**src/design/dau_pkg.sv**
```systemverilog
package dau_pkg;

    localparam int cmd_depth = 4;   // command fifo entries
    localparam int res_depth = 4;   // result fifo entries
    localparam int acc_w     = 36;  // 32 data bits plus 4 guard bits

    // instruction opcodes
    typedef enum logic [3:0] {
        op_nop    = 4'd0,
        op_load   = 4'd1,   // register named by reg_sel gets imm
        op_mul    = 4'd2,   // p = x * y
        op_p2a    = 4'd3,   // acc = p
        op_pacc   = 4'd4,   // acc = acc + p and p = x * y
        op_psub   = 4'd5,   // acc = acc - p
        op_yacc   = 4'd6,   // acc = acc + y
        op_yand   = 4'd7,
        op_yor    = 4'd8,
        op_read   = 4'd9,   // push register to result stream
        op_acc_hi = 4'd10,  // push acc[31:16]
        op_acc_lo = 4'd11   // push acc[15:0]
    } dau_op_e;

    typedef enum logic [3:0] {
        c_true  = 4'd0,
        c_false = 4'd1,
        c_mi    = 4'd2,
        c_pl    = 4'd3,
        c_eq    = 4'd4,
        c_ne    = 4'd5,
        c_lv    = 4'd6,
        c_c0ge  = 4'd7,   // counter conditions bump the counter when tested
        c_c0lt  = 4'd8,
        c_c1ge  = 4'd9,
        c_c1lt  = 4'd10,
        c_gt    = 4'd11   // not minus and not zero
    } dau_cond_e;

    typedef enum logic [2:0] {
        r_x   = 3'd0,
        r_y   = 3'd1,
        r_auc = 3'd2,
        r_psw = 3'd3,
        r_c0  = 3'd4,
        r_c1  = 3'd5,
        r_c2  = 3'd6
    } dau_reg_e;

    typedef struct packed {
        dau_op_e     op;
        dau_cond_e   cond;
        dau_reg_e    reg_sel;
        logic        acc_sel;  // 0 a0, 1 a1
        logic [15:0] imm;
    } dau_cmd_t;

    // result tag for accumulator words is r_psw with acc set
    typedef struct packed {
        logic     acc;
        dau_reg_e sel;
    } dau_tag_t;

    typedef struct packed {
        logic [15:0] data;
        dau_tag_t    tag;
    } dau_res_t;

    typedef struct packed {
        logic        exec;     // instruction takes effect this cycle
        dau_op_e     op;
        dau_reg_e    reg_sel;
        logic        acc_sel;
        logic [15:0] imm;
    } dau_ctl_t;

    typedef struct packed {
        logic lmi;
        logic leq;
        logic llv;
        logic lmv;
    } dau_flags_t;

endpackage
```
**src/design/dau_top.sv**
```systemverilog
module dau_top import dau_pkg::*; (
    input  logic     clk,
    input  logic     rst,
    input  logic     cmd_valid,
    output logic     cmd_ready,
    input  dau_cmd_t cmd_data,
    output logic     res_valid,
    input  logic     res_ready,
    output dau_res_t res_data
);

    logic        seq_cmd_valid;
    logic        seq_cmd_ready;
    dau_cmd_t    seq_cmd;
    logic        seq_res_valid;
    logic        seq_res_ready;
    dau_res_t    seq_res;
    dau_ctl_t    ctl;
    dau_flags_t  flags;
    logic        cnt_load;
    logic [1:0]  cnt_inc;
    logic        c0_neg;
    logic        c1_neg;
    logic [7:0]  cnt_value;
    logic [15:0] rd_value;

    dau_stream_fifo #(
        .payload_t (dau_cmd_t),
        .depth     (cmd_depth)
    ) cmd_fifo0 (
        .clk       (clk),
        .rst       (rst),
        .in_valid  (cmd_valid),
        .in_data   (cmd_data),
        .in_ready  (cmd_ready),
        .out_valid (seq_cmd_valid),
        .out_ready (seq_cmd_ready),
        .out_data  (seq_cmd)
    );

    dau_sequencer seq0 (
        .clk       (clk),
        .rst       (rst),
        .cmd_valid (seq_cmd_valid),
        .cmd_ready (seq_cmd_ready),
        .cmd       (seq_cmd),
        .ctl       (ctl),
        .flags     (flags),
        .c0_neg    (c0_neg),
        .c1_neg    (c1_neg),
        .cnt_load  (cnt_load),
        .cnt_inc   (cnt_inc),
        .rd_value  (rd_value),
        .res_valid (seq_res_valid),
        .res_ready (seq_res_ready),
        .res       (seq_res)
    );

    // counter select and load byte come straight from the instruction
    dau_loop_counters cnt0 (
        .clk       (clk),
        .rst       (rst),
        .load      (cnt_load),
        .sel       (ctl.reg_sel),
        .imm       (ctl.imm[7:0]),
        .inc       (cnt_inc),
        .c0_neg    (c0_neg),
        .c1_neg    (c1_neg),
        .cnt_value (cnt_value)
    );

    dau_datapath dp0 (
        .clk       (clk),
        .rst       (rst),
        .ctl       (ctl),
        .cnt_value (cnt_value),
        .flags     (flags),
        .rd_value  (rd_value)
    );

    dau_stream_fifo #(
        .payload_t (dau_res_t),
        .depth     (res_depth)
    ) res_fifo0 (
        .clk       (clk),
        .rst       (rst),
        .in_valid  (seq_res_valid),
        .in_data   (seq_res),
        .in_ready  (seq_res_ready),
        .out_valid (res_valid),
        .out_ready (res_ready),
        .out_data  (res_data)
    );

endmodule

```
**src/design/dau_datapath.sv**
```systemverilog
module dau_datapath import dau_pkg::*; (
    input  logic        clk,
    input  logic        rst,
    input  dau_ctl_t    ctl,
    input  logic [7:0]  cnt_value,
    output dau_flags_t  flags,
    output logic [15:0] rd_value
);

    logic [15:0]        x;
    logic [15:0]        y;
    logic [6:0]         auc;       // bits 1:0 scale the product
    logic [31:0]        p;
    logic signed [31:0] prod;
    logic [acc_w-1:0]   a0;
    logic [acc_w-1:0]   a1;
    logic [acc_w-1:0]   acc_src;
    logic [acc_w:0]     acc_ext;
    logic [acc_w:0]     p_ext;
    logic [acc_w:0]     y_ext;
    logic [acc_w:0]     alu;       // one bit above the accumulator for llv
    logic [15:0]        psw;
    logic               acc_op;
    logic               load;

    assign load    = ctl.exec && (ctl.op == op_load);
    assign prod    = $signed(x) * $signed(y);
    assign acc_src = ctl.acc_sel ? a1 : a0;
    assign acc_ext = {acc_src[acc_w-1], acc_src};
    assign y_ext   = {{(acc_w-15){y[15]}}, y};

    // flags on top, guard bits of both accumulators at the bottom
    assign psw = {flags, 4'b0000, a1[acc_w-1:32], a0[acc_w-1:32]};

    always_comb begin
        case (auc[1:0])
            2'd0:    p_ext = {{(acc_w-31){p[31]}}, p};
            2'd2:    p_ext = {{(acc_w-33){p[31]}}, p, 2'b00};  // left by 2
            default: p_ext = {{(acc_w-29){p[31]}}, p[31:2]};   // 1 and 3 shift right by 2
        endcase
    end

    always_comb begin
        acc_op = 1'b1;
        case (ctl.op)
            op_p2a:  alu = p_ext;
            op_pacc: alu = acc_ext + p_ext;
            op_psub: alu = acc_ext - p_ext;
            op_yacc: alu = acc_ext + y_ext;
            op_yand: alu = acc_ext & y_ext;
            op_yor:  alu = acc_ext | y_ext;
            default: begin
                alu    = acc_ext;
                acc_op = 1'b0;
            end
        endcase
    end

    always_ff @(posedge clk or posedge rst) begin
        if (rst) begin
            x     <= '0;
            y     <= '0;
            auc   <= '0;
            p     <= '0;
            a0    <= '0;
            a1    <= '0;
            flags <= '0;
        end else begin
            if (load && ctl.reg_sel == r_x)
                x <= ctl.imm;
            if (load && ctl.reg_sel == r_y)
                y <= ctl.imm;
            if (load && ctl.reg_sel == r_auc)
                auc <= ctl.imm[6:0];

            // pacc adds the old product while the new one is formed
            if (ctl.exec && (ctl.op == op_mul || ctl.op == op_pacc))
                p <= prod;

            if (ctl.exec && acc_op) begin
                if (ctl.acc_sel)
                    a1 <= alu[acc_w-1:0];
                else
                    a0 <= alu[acc_w-1:0];
                flags.lmi <= alu[acc_w-1];
                flags.leq <= ~|alu[acc_w-1:0];
                flags.llv <= ^alu[acc_w:acc_w-5];    // bits 36..31
                flags.lmv <= ^alu[acc_w-1:acc_w-5];  // bits 35..31
            end
        end
    end

    // read port follows the instruction in exec
    always_comb begin
        case (ctl.op)
            op_acc_hi: rd_value = acc_src[31:16];
            op_acc_lo: rd_value = acc_src[15:0];
            default: begin
                case (ctl.reg_sel)
                    r_x:     rd_value = x;
                    r_y:     rd_value = y;
                    r_auc:   rd_value = {9'd0, auc};
                    r_psw:   rd_value = psw;
                    r_c0,
                    r_c1,
                    r_c2:    rd_value = {8'd0, cnt_value};
                    default: rd_value = 16'd0;
                endcase
            end
        endcase
    end

endmodule

```
**src/design/dau_loop_counters.sv**
```systemverilog
module dau_loop_counters import dau_pkg::*; (
    input  logic       clk,
    input  logic       rst,
    input  logic       load,
    input  dau_reg_e   sel,
    input  logic [7:0] imm,
    input  logic [1:0] inc,
    output logic       c0_neg,
    output logic       c1_neg,
    output logic [7:0] cnt_value
);

    logic [7:0] c0;
    logic [7:0] c1;
    logic [7:0] c2;   // no test condition, load and read only

    always_ff @(posedge clk or posedge rst) begin
        if (rst) begin
            c0 <= '0;
            c1 <= '0;
            c2 <= '0;
        end else begin
            // load wins over the increment from the same instruction
            if (load && sel == r_c0)
                c0 <= imm;
            else if (inc[0])
                c0 <= c0 + 8'd1;  // 127 wraps to -128

            if (load && sel == r_c1)
                c1 <= imm;
            else if (inc[1])
                c1 <= c1 + 8'd1;

            if (load && sel == r_c2)
                c2 <= imm;
        end
    end

    assign c0_neg = c0[7];
    assign c1_neg = c1[7];

    always_comb begin
        case (sel)
            r_c0:    cnt_value = c0;
            r_c1:    cnt_value = c1;
            r_c2:    cnt_value = c2;
            default: cnt_value = 8'd0;
        endcase
    end

endmodule

```
**src/design/dau_sequencer.sv**
```systemverilog
module dau_sequencer import dau_pkg::*; (
    input  logic        clk,
    input  logic        rst,
    input  logic        cmd_valid,
    output logic        cmd_ready,
    input  dau_cmd_t    cmd,
    output dau_ctl_t    ctl,
    input  dau_flags_t  flags,
    input  logic        c0_neg,
    input  logic        c1_neg,
    output logic        cnt_load,
    output logic [1:0]  cnt_inc,     // bit 0 c0, bit 1 c1
    input  logic [15:0] rd_value,
    output logic        res_valid,
    input  logic        res_ready,
    output dau_res_t    res
);

    typedef enum logic [1:0] {
        st_idle,
        st_exec,
        st_push
    } state_e;

    state_e state;
    logic   in_exec;
    logic   cond_ok;
    logic   is_read;

    assign in_exec = (state == st_exec);
    assign is_read = (cmd.op == op_read) || (cmd.op == op_acc_hi) || (cmd.op == op_acc_lo);

    // flags and counter signs are the values registered before this edge
    always_comb begin
        case (cmd.cond)
            c_true:  cond_ok = 1'b1;
            c_false: cond_ok = 1'b0;
            c_mi:    cond_ok = flags.lmi;
            c_pl:    cond_ok = ~flags.lmi;
            c_eq:    cond_ok = flags.leq;
            c_ne:    cond_ok = ~flags.leq;
            c_lv:    cond_ok = flags.llv;
            c_c0ge:  cond_ok = ~c0_neg;
            c_c0lt:  cond_ok = c0_neg;
            c_c1ge:  cond_ok = ~c1_neg;
            c_c1lt:  cond_ok = c1_neg;
            c_gt:    cond_ok = ~flags.lmi & ~flags.leq;
            default: cond_ok = 1'b0;
        endcase
    end

    assign cmd_ready = in_exec;   // head is popped in exec
    assign res_valid = (state == st_push);

    always_comb begin
        ctl.exec    = in_exec && cond_ok;  // false condition gives a no-op
        ctl.op      = cmd.op;
        ctl.reg_sel = cmd.reg_sel;
        ctl.acc_sel = cmd.acc_sel;
        ctl.imm     = cmd.imm;
    end

    assign cnt_load = in_exec && cond_ok && (cmd.op == op_load);

    // counter is bumped whatever the outcome of the test
    assign cnt_inc[0] = in_exec && (cmd.cond == c_c0ge || cmd.cond == c_c0lt);
    assign cnt_inc[1] = in_exec && (cmd.cond == c_c1ge || cmd.cond == c_c1lt);

    always_ff @(posedge clk or posedge rst) begin
        if (rst) begin
            state <= st_idle;
        end else begin
            case (state)
                st_idle: if (cmd_valid) state <= st_exec;
                st_exec: state <= (cond_ok && is_read) ? st_push : st_idle;
                st_push: if (res_ready) state <= st_idle;
                default: state <= st_idle;
            endcase
        end
    end

    // result word held until the result fifo takes it
    always_ff @(posedge clk) begin
        if (in_exec && is_read) begin
            res.data    <= rd_value;
            res.tag.acc <= (cmd.op != op_read);
            res.tag.sel <= (cmd.op == op_read) ? cmd.reg_sel : r_psw;
        end
    end

endmodule

```
**src/design/dau_stream_fifo.sv**
```systemverilog
module dau_stream_fifo #(
    parameter type payload_t = logic,
    parameter int  depth     = 4
) (
    input  logic     clk,
    input  logic     rst,
    input  logic     in_valid,
    input  payload_t in_data,
    output logic     in_ready,
    output logic     out_valid,
    input  logic     out_ready,
    output payload_t out_data
);

    payload_t                     mem [depth];
    logic [$clog2(depth)-1:0]     wr_ptr;
    logic [$clog2(depth)-1:0]     rd_ptr;
    logic [$clog2(depth+1)-1:0]   count;
    logic                         push;
    logic                         pop;

    assign in_ready  = (count != depth);
    assign out_valid = (count != 0);
    assign out_data  = mem[rd_ptr];

    assign push = in_valid && in_ready;
    assign pop  = out_valid && out_ready;

    // entry storage
    always_ff @(posedge clk) begin
        if (push)
            mem[wr_ptr] <= in_data;
    end

    always_ff @(posedge clk or posedge rst) begin
        if (rst) begin
            wr_ptr <= '0;
            rd_ptr <= '0;
            count  <= '0;
        end else begin
            if (push)
                wr_ptr <= (wr_ptr == depth - 1) ? '0 : wr_ptr + 1'b1;
            if (pop)
                rd_ptr <= (rd_ptr == depth - 1) ? '0 : rd_ptr + 1'b1;
            case ({push, pop})
                2'b10:   count <= count + 1'b1;
                2'b01:   count <= count - 1'b1;
                default: count <= count;  // idle or push and pop together
            endcase
        end
    end

endmodule

```
**config.mk**
```make
export PLATFORM = sky130hd
export DESIGN_NAME = dau_top
export DESIGN_NICKNAME = d
export VERILOG_FILES = /design/src/design/dau_pkg.sv /design/src/design/dau_top.sv /design/src/design/dau_datapath.sv /design/src/design/dau_loop_counters.sv /design/src/design/dau_sequencer.sv /design/src/design/dau_stream_fifo.sv
export SDC_FILE = /design/constraint.sdc
export NUM_CORES = 2
export LEC_CHECK = 0
export ABC_AREA = 1
export BUFFER_PORTS_ARGS = -buffer_cell sky130_fd_sc_hd__buf_2
export CAP_MARGIN = 0
export CORE_MARGIN = 8
export CORE_UTILIZATION = 65
export DETAILED_ROUTE_END_ITERATION = 10
export PLACE_DENSITY_LB_ADDON = 0.25
export SLEW_MARGIN = 5
export SYNTH_ARGS = -nofsm -noshare
export SYNTH_HDL_FRONTEND = slang
export SYNTH_SLANG_ARGS = --single-unit
```
**constraint.sdc**
```tcl
create_clock -name clk -period 11 [get_ports clk]
set_clock_uncertainty 0.15 [all_clocks]
set_input_delay 1.1 -clock clk [delete_from_list [all_inputs] [get_ports clk]]
set_output_delay 1.1 -clock clk [all_outputs]
set_load 0.005 [all_outputs]
```
==> flow_metrics.tcl <==
set metrics [dict create \
    yosys.area.top_type "edfxtp_1" \
    pin_count 54 \
    postRouteAntennaNets 0 \
    antenna_found_initial 3 \
    drt_iter0_drc 3169 \
    firstDrtPassIters 6 \
    fin_crit_sh 0.617 \
    wl_per_cell_um 19.4 \
    yosysSeqAreaShare 0.338 \
    synthTopCellsByArea "edfxtp_1 (19%), fa_1 (16%), dfrtp_1 (14%)" \
    r2r_cells 18 \
    num_rows 82 \
    worstHoldStart "seq0.state[0]" \
    drt-total-wl_mm 92.1 \
    cp-end-kind "register" \
    grt_start_max_net_pins 110 \
    slowest_delay_ns 0.84 \
    dp_hpwl_mm 69.6 \
    path_common_cell "fa_1" \
    required_ns 11.28 \
    maxSlewViolCount 0 \
    p_leak_nw 16.4 \
    cts-hold-fix-buffers 0 \
    whs_endpoint "seq0.state[0]" \
    hp-class "register to register" \
    start_util 0.655 \
    ys_top_cells_by_count "nand2_1 (1027), inv_1 (741), o21ai_0 (318)" \
    fmax_ghz 0.147 \
    synth_top_area_share 0.195 \
    start_kind "register" \
    numCtsBuffers 43 \
    yosysMostFrequentCell "nand2_1" \
    worstMarginPinSlew_ns 1.27 \
    synthesis.nets 4516 \
    rsz0062_at_grt "false" \
    setup_viol 0 \
    hold_viol 0 \
    crit_fanout 18 \
    h-tree-depth 2 \
    area_delta_synth_final_pct 5.60 \
    crit_path_start "dp0.y[15]" \
    viasPerCell 5.84 \
    synthArstFlopShare 0.469 \
    routabilityCongestion 1.07 \
    r2r_start "dp0.y[15]" \
    grt_usage 0.320 \
    drive_above_1_share 0.0588 \
    fp.dieW_um 240 \
    placed_cell_area_mm2 0.0332 \
    clock-sinks 399 \
    ys.flop_type "edfxtp_1" \
    cap_violations 0 \
    post_cts_buffers 0 \
    crit_family "adder cells" \
    place_ws_ns 4.43 \
    cts_root_buf "clkbuf_16" \
    crit_chain "clkinv_1, nor2_1, fa_1, inv_1, fa_1, fa_1, fa_1, fa_1, fa_1, inv_1, ha_1, nand2_1, nor4_1, nand3_1, nand3_1, a21oi_1, xor2_1, o21ai_0" \
    clk_path_buf_depth 3 \
    dieHeight_um 240 \
    core_mm2 0.0500 \
    grt-ovfl-total 0 \
    crit_arrival_ns 7.07 \
    vias 27700 \
    path_buf_inv 3 \
    stdcell_area_mm2 0.0345 \
    synth_edf_count 212 \
    hold_depth 1 \
    regToRegSetupSlack_ns 4.21 \
    drcViolationCount 0 \
    cts_tree "built" \
    setup_ws_ns 4.21 \
    netlist_area_mm2 0.0327 \
    grt_pass1_wl_mm 144 \
    status "complete, no violations" \
    r2r-end "dp0.p[28]" \
    portBuffers 53 \
    nets 4467 \
    clk_pin_slew_worst_paths_ns 0.06 \
    fill_cells 4086 \
    ys_ff_latch 399 \
    peakVddDrop_mv 0.239 \
    grt_pass1_vias 26900 \
    slew_headroom 0.152 \
    fin_tns_setup_ns 0 \
    dieArea_mm2 0.0578 \
    period_needed_ns 6.79 \
    slowest_stage "dfrtp_1" \
    clock_latency_ns 0.59 \
    synth_warnings 0 \
    synth_cell_types 60 \
    power.density_mw_per_mm2 275 \
    syn_inst 4079 \
    synth.avg_cell_area_um2 8.02 \
    timing_worst_setup_path_type "register to register" \
    cts_resized 0 \
]
==> flip-flops by register name (all words and copies together), names as in the netlist, 8 cells and up <==
register	flops
cnt0.c2	8
cmd_fifo0.mem	112
seq0.res	20
dp0.x	16
cnt0.c0	8
dp0.p	32
dp0.y	16
cnt0.c1	8
dp0.a1	36
res_fifo0.mem	80
dp0.a0	36
==> power breakdown <==
group | leakage (nW) | switching (mW) | total (mW) | internal, mW
Clock | 0.643 | 0.608 | 1.39 | 0.779
Combinational | 11.3 | 3.95 | 5.57 | 1.62
Sequential | 4.44 | 0.553 | 2.54 | 1.99
Total | 16.4 | 5.11 | 9.50 | 4.39
==> per-stage QoR <==
stage | hold WS (ns) | instances | power [mW] | util
CTS | 0.291 | 4736 | 9.35 | 0.691
detailed placement | 0.283 | 4657 | 7.94 | 0.665
finish | 0.295 | 4737 | 9.50 | 0.691
floorplan | 0.258 | 4079 | 6.25 | -
global placement | 0.269 | 4657 | 7.87 | 0.665
global route | 0.316 | 4736 | 10.2 | 0.691
==> cell type report <==
cell class	count	area [µm²]	area share
multi-input combinational	2746	18000	0.522
sequential	399	11000	0.320
inverter	769	2890	0.0838
clock buffer	55	1130	0.0327
tap	672	841	0.0243
timing repair buffer	71	400	0.0116
clock inverter	24	200	0.00579
antenna	1	2.50	0.0000724
==> routing by layer <==
layer | up-vias | share of wire | global-route usage
li1 | 12800 | - | -
met1 | 13200 | 0.37 | 0.400
met2 | 1370 | 0.48 | 0.526
met3 | 353 | 0.089 | 0.0583
met4 | 0 | 0.062 | 0.174
met5 | - | 0 | 0
==> worst max-delay path by stage <==
stage                               endpoint  cells after the start
after global placement             dp0.p[29]                     24
after CTS                          dp0.p[30]                     19
final                              dp0.p[28]                     18
after detailed placement           dp0.p[30]                     19
after global routing               dp0.p[30]                     19
after floorplan           cmd_fifo0.count[0]                      1
==> cell families (layout without fill, tap and decap cells) <==
group | Yosys count | in the layout | share of synthesized area
flops | 399 | 399 | 0.338
other cells | 0 | 1 | 0
mux | 1 | 1 | 0.000306
simple gates | 1594 | 1594 | 0.201
xor+xnor | 54 | 54 | 0.0145
compound gates | 692 | 692 | 0.119
fa+ha+maj | 405 | 405 | 0.216
buf+inv | 934 | 919 | 0.112
==> cells in the final DEF (no fill, tap or decap), types with 13 or more instances in the layout <==
master,count
a21oi_1,148
a22oi_1,23
a31oi_1,13
buf_2,53
buf_4,18
clkbuf_16,43
dfrtp_1,187
edfxtp_1,212
fa_1,265
ha_1,140
inv_1,740
inv_2,26
nand2_1,1026
nand2_2,13
nand3_1,137
nand4_1,16
nor2_1,293
nor2_2,27
nor3_1,29
o21ai_0,318
o21ai_1,45
o221ai_1,25
o22ai_1,60
xnor2_1,27
xor2_1,27
Power figures use the tool's default switching activity.
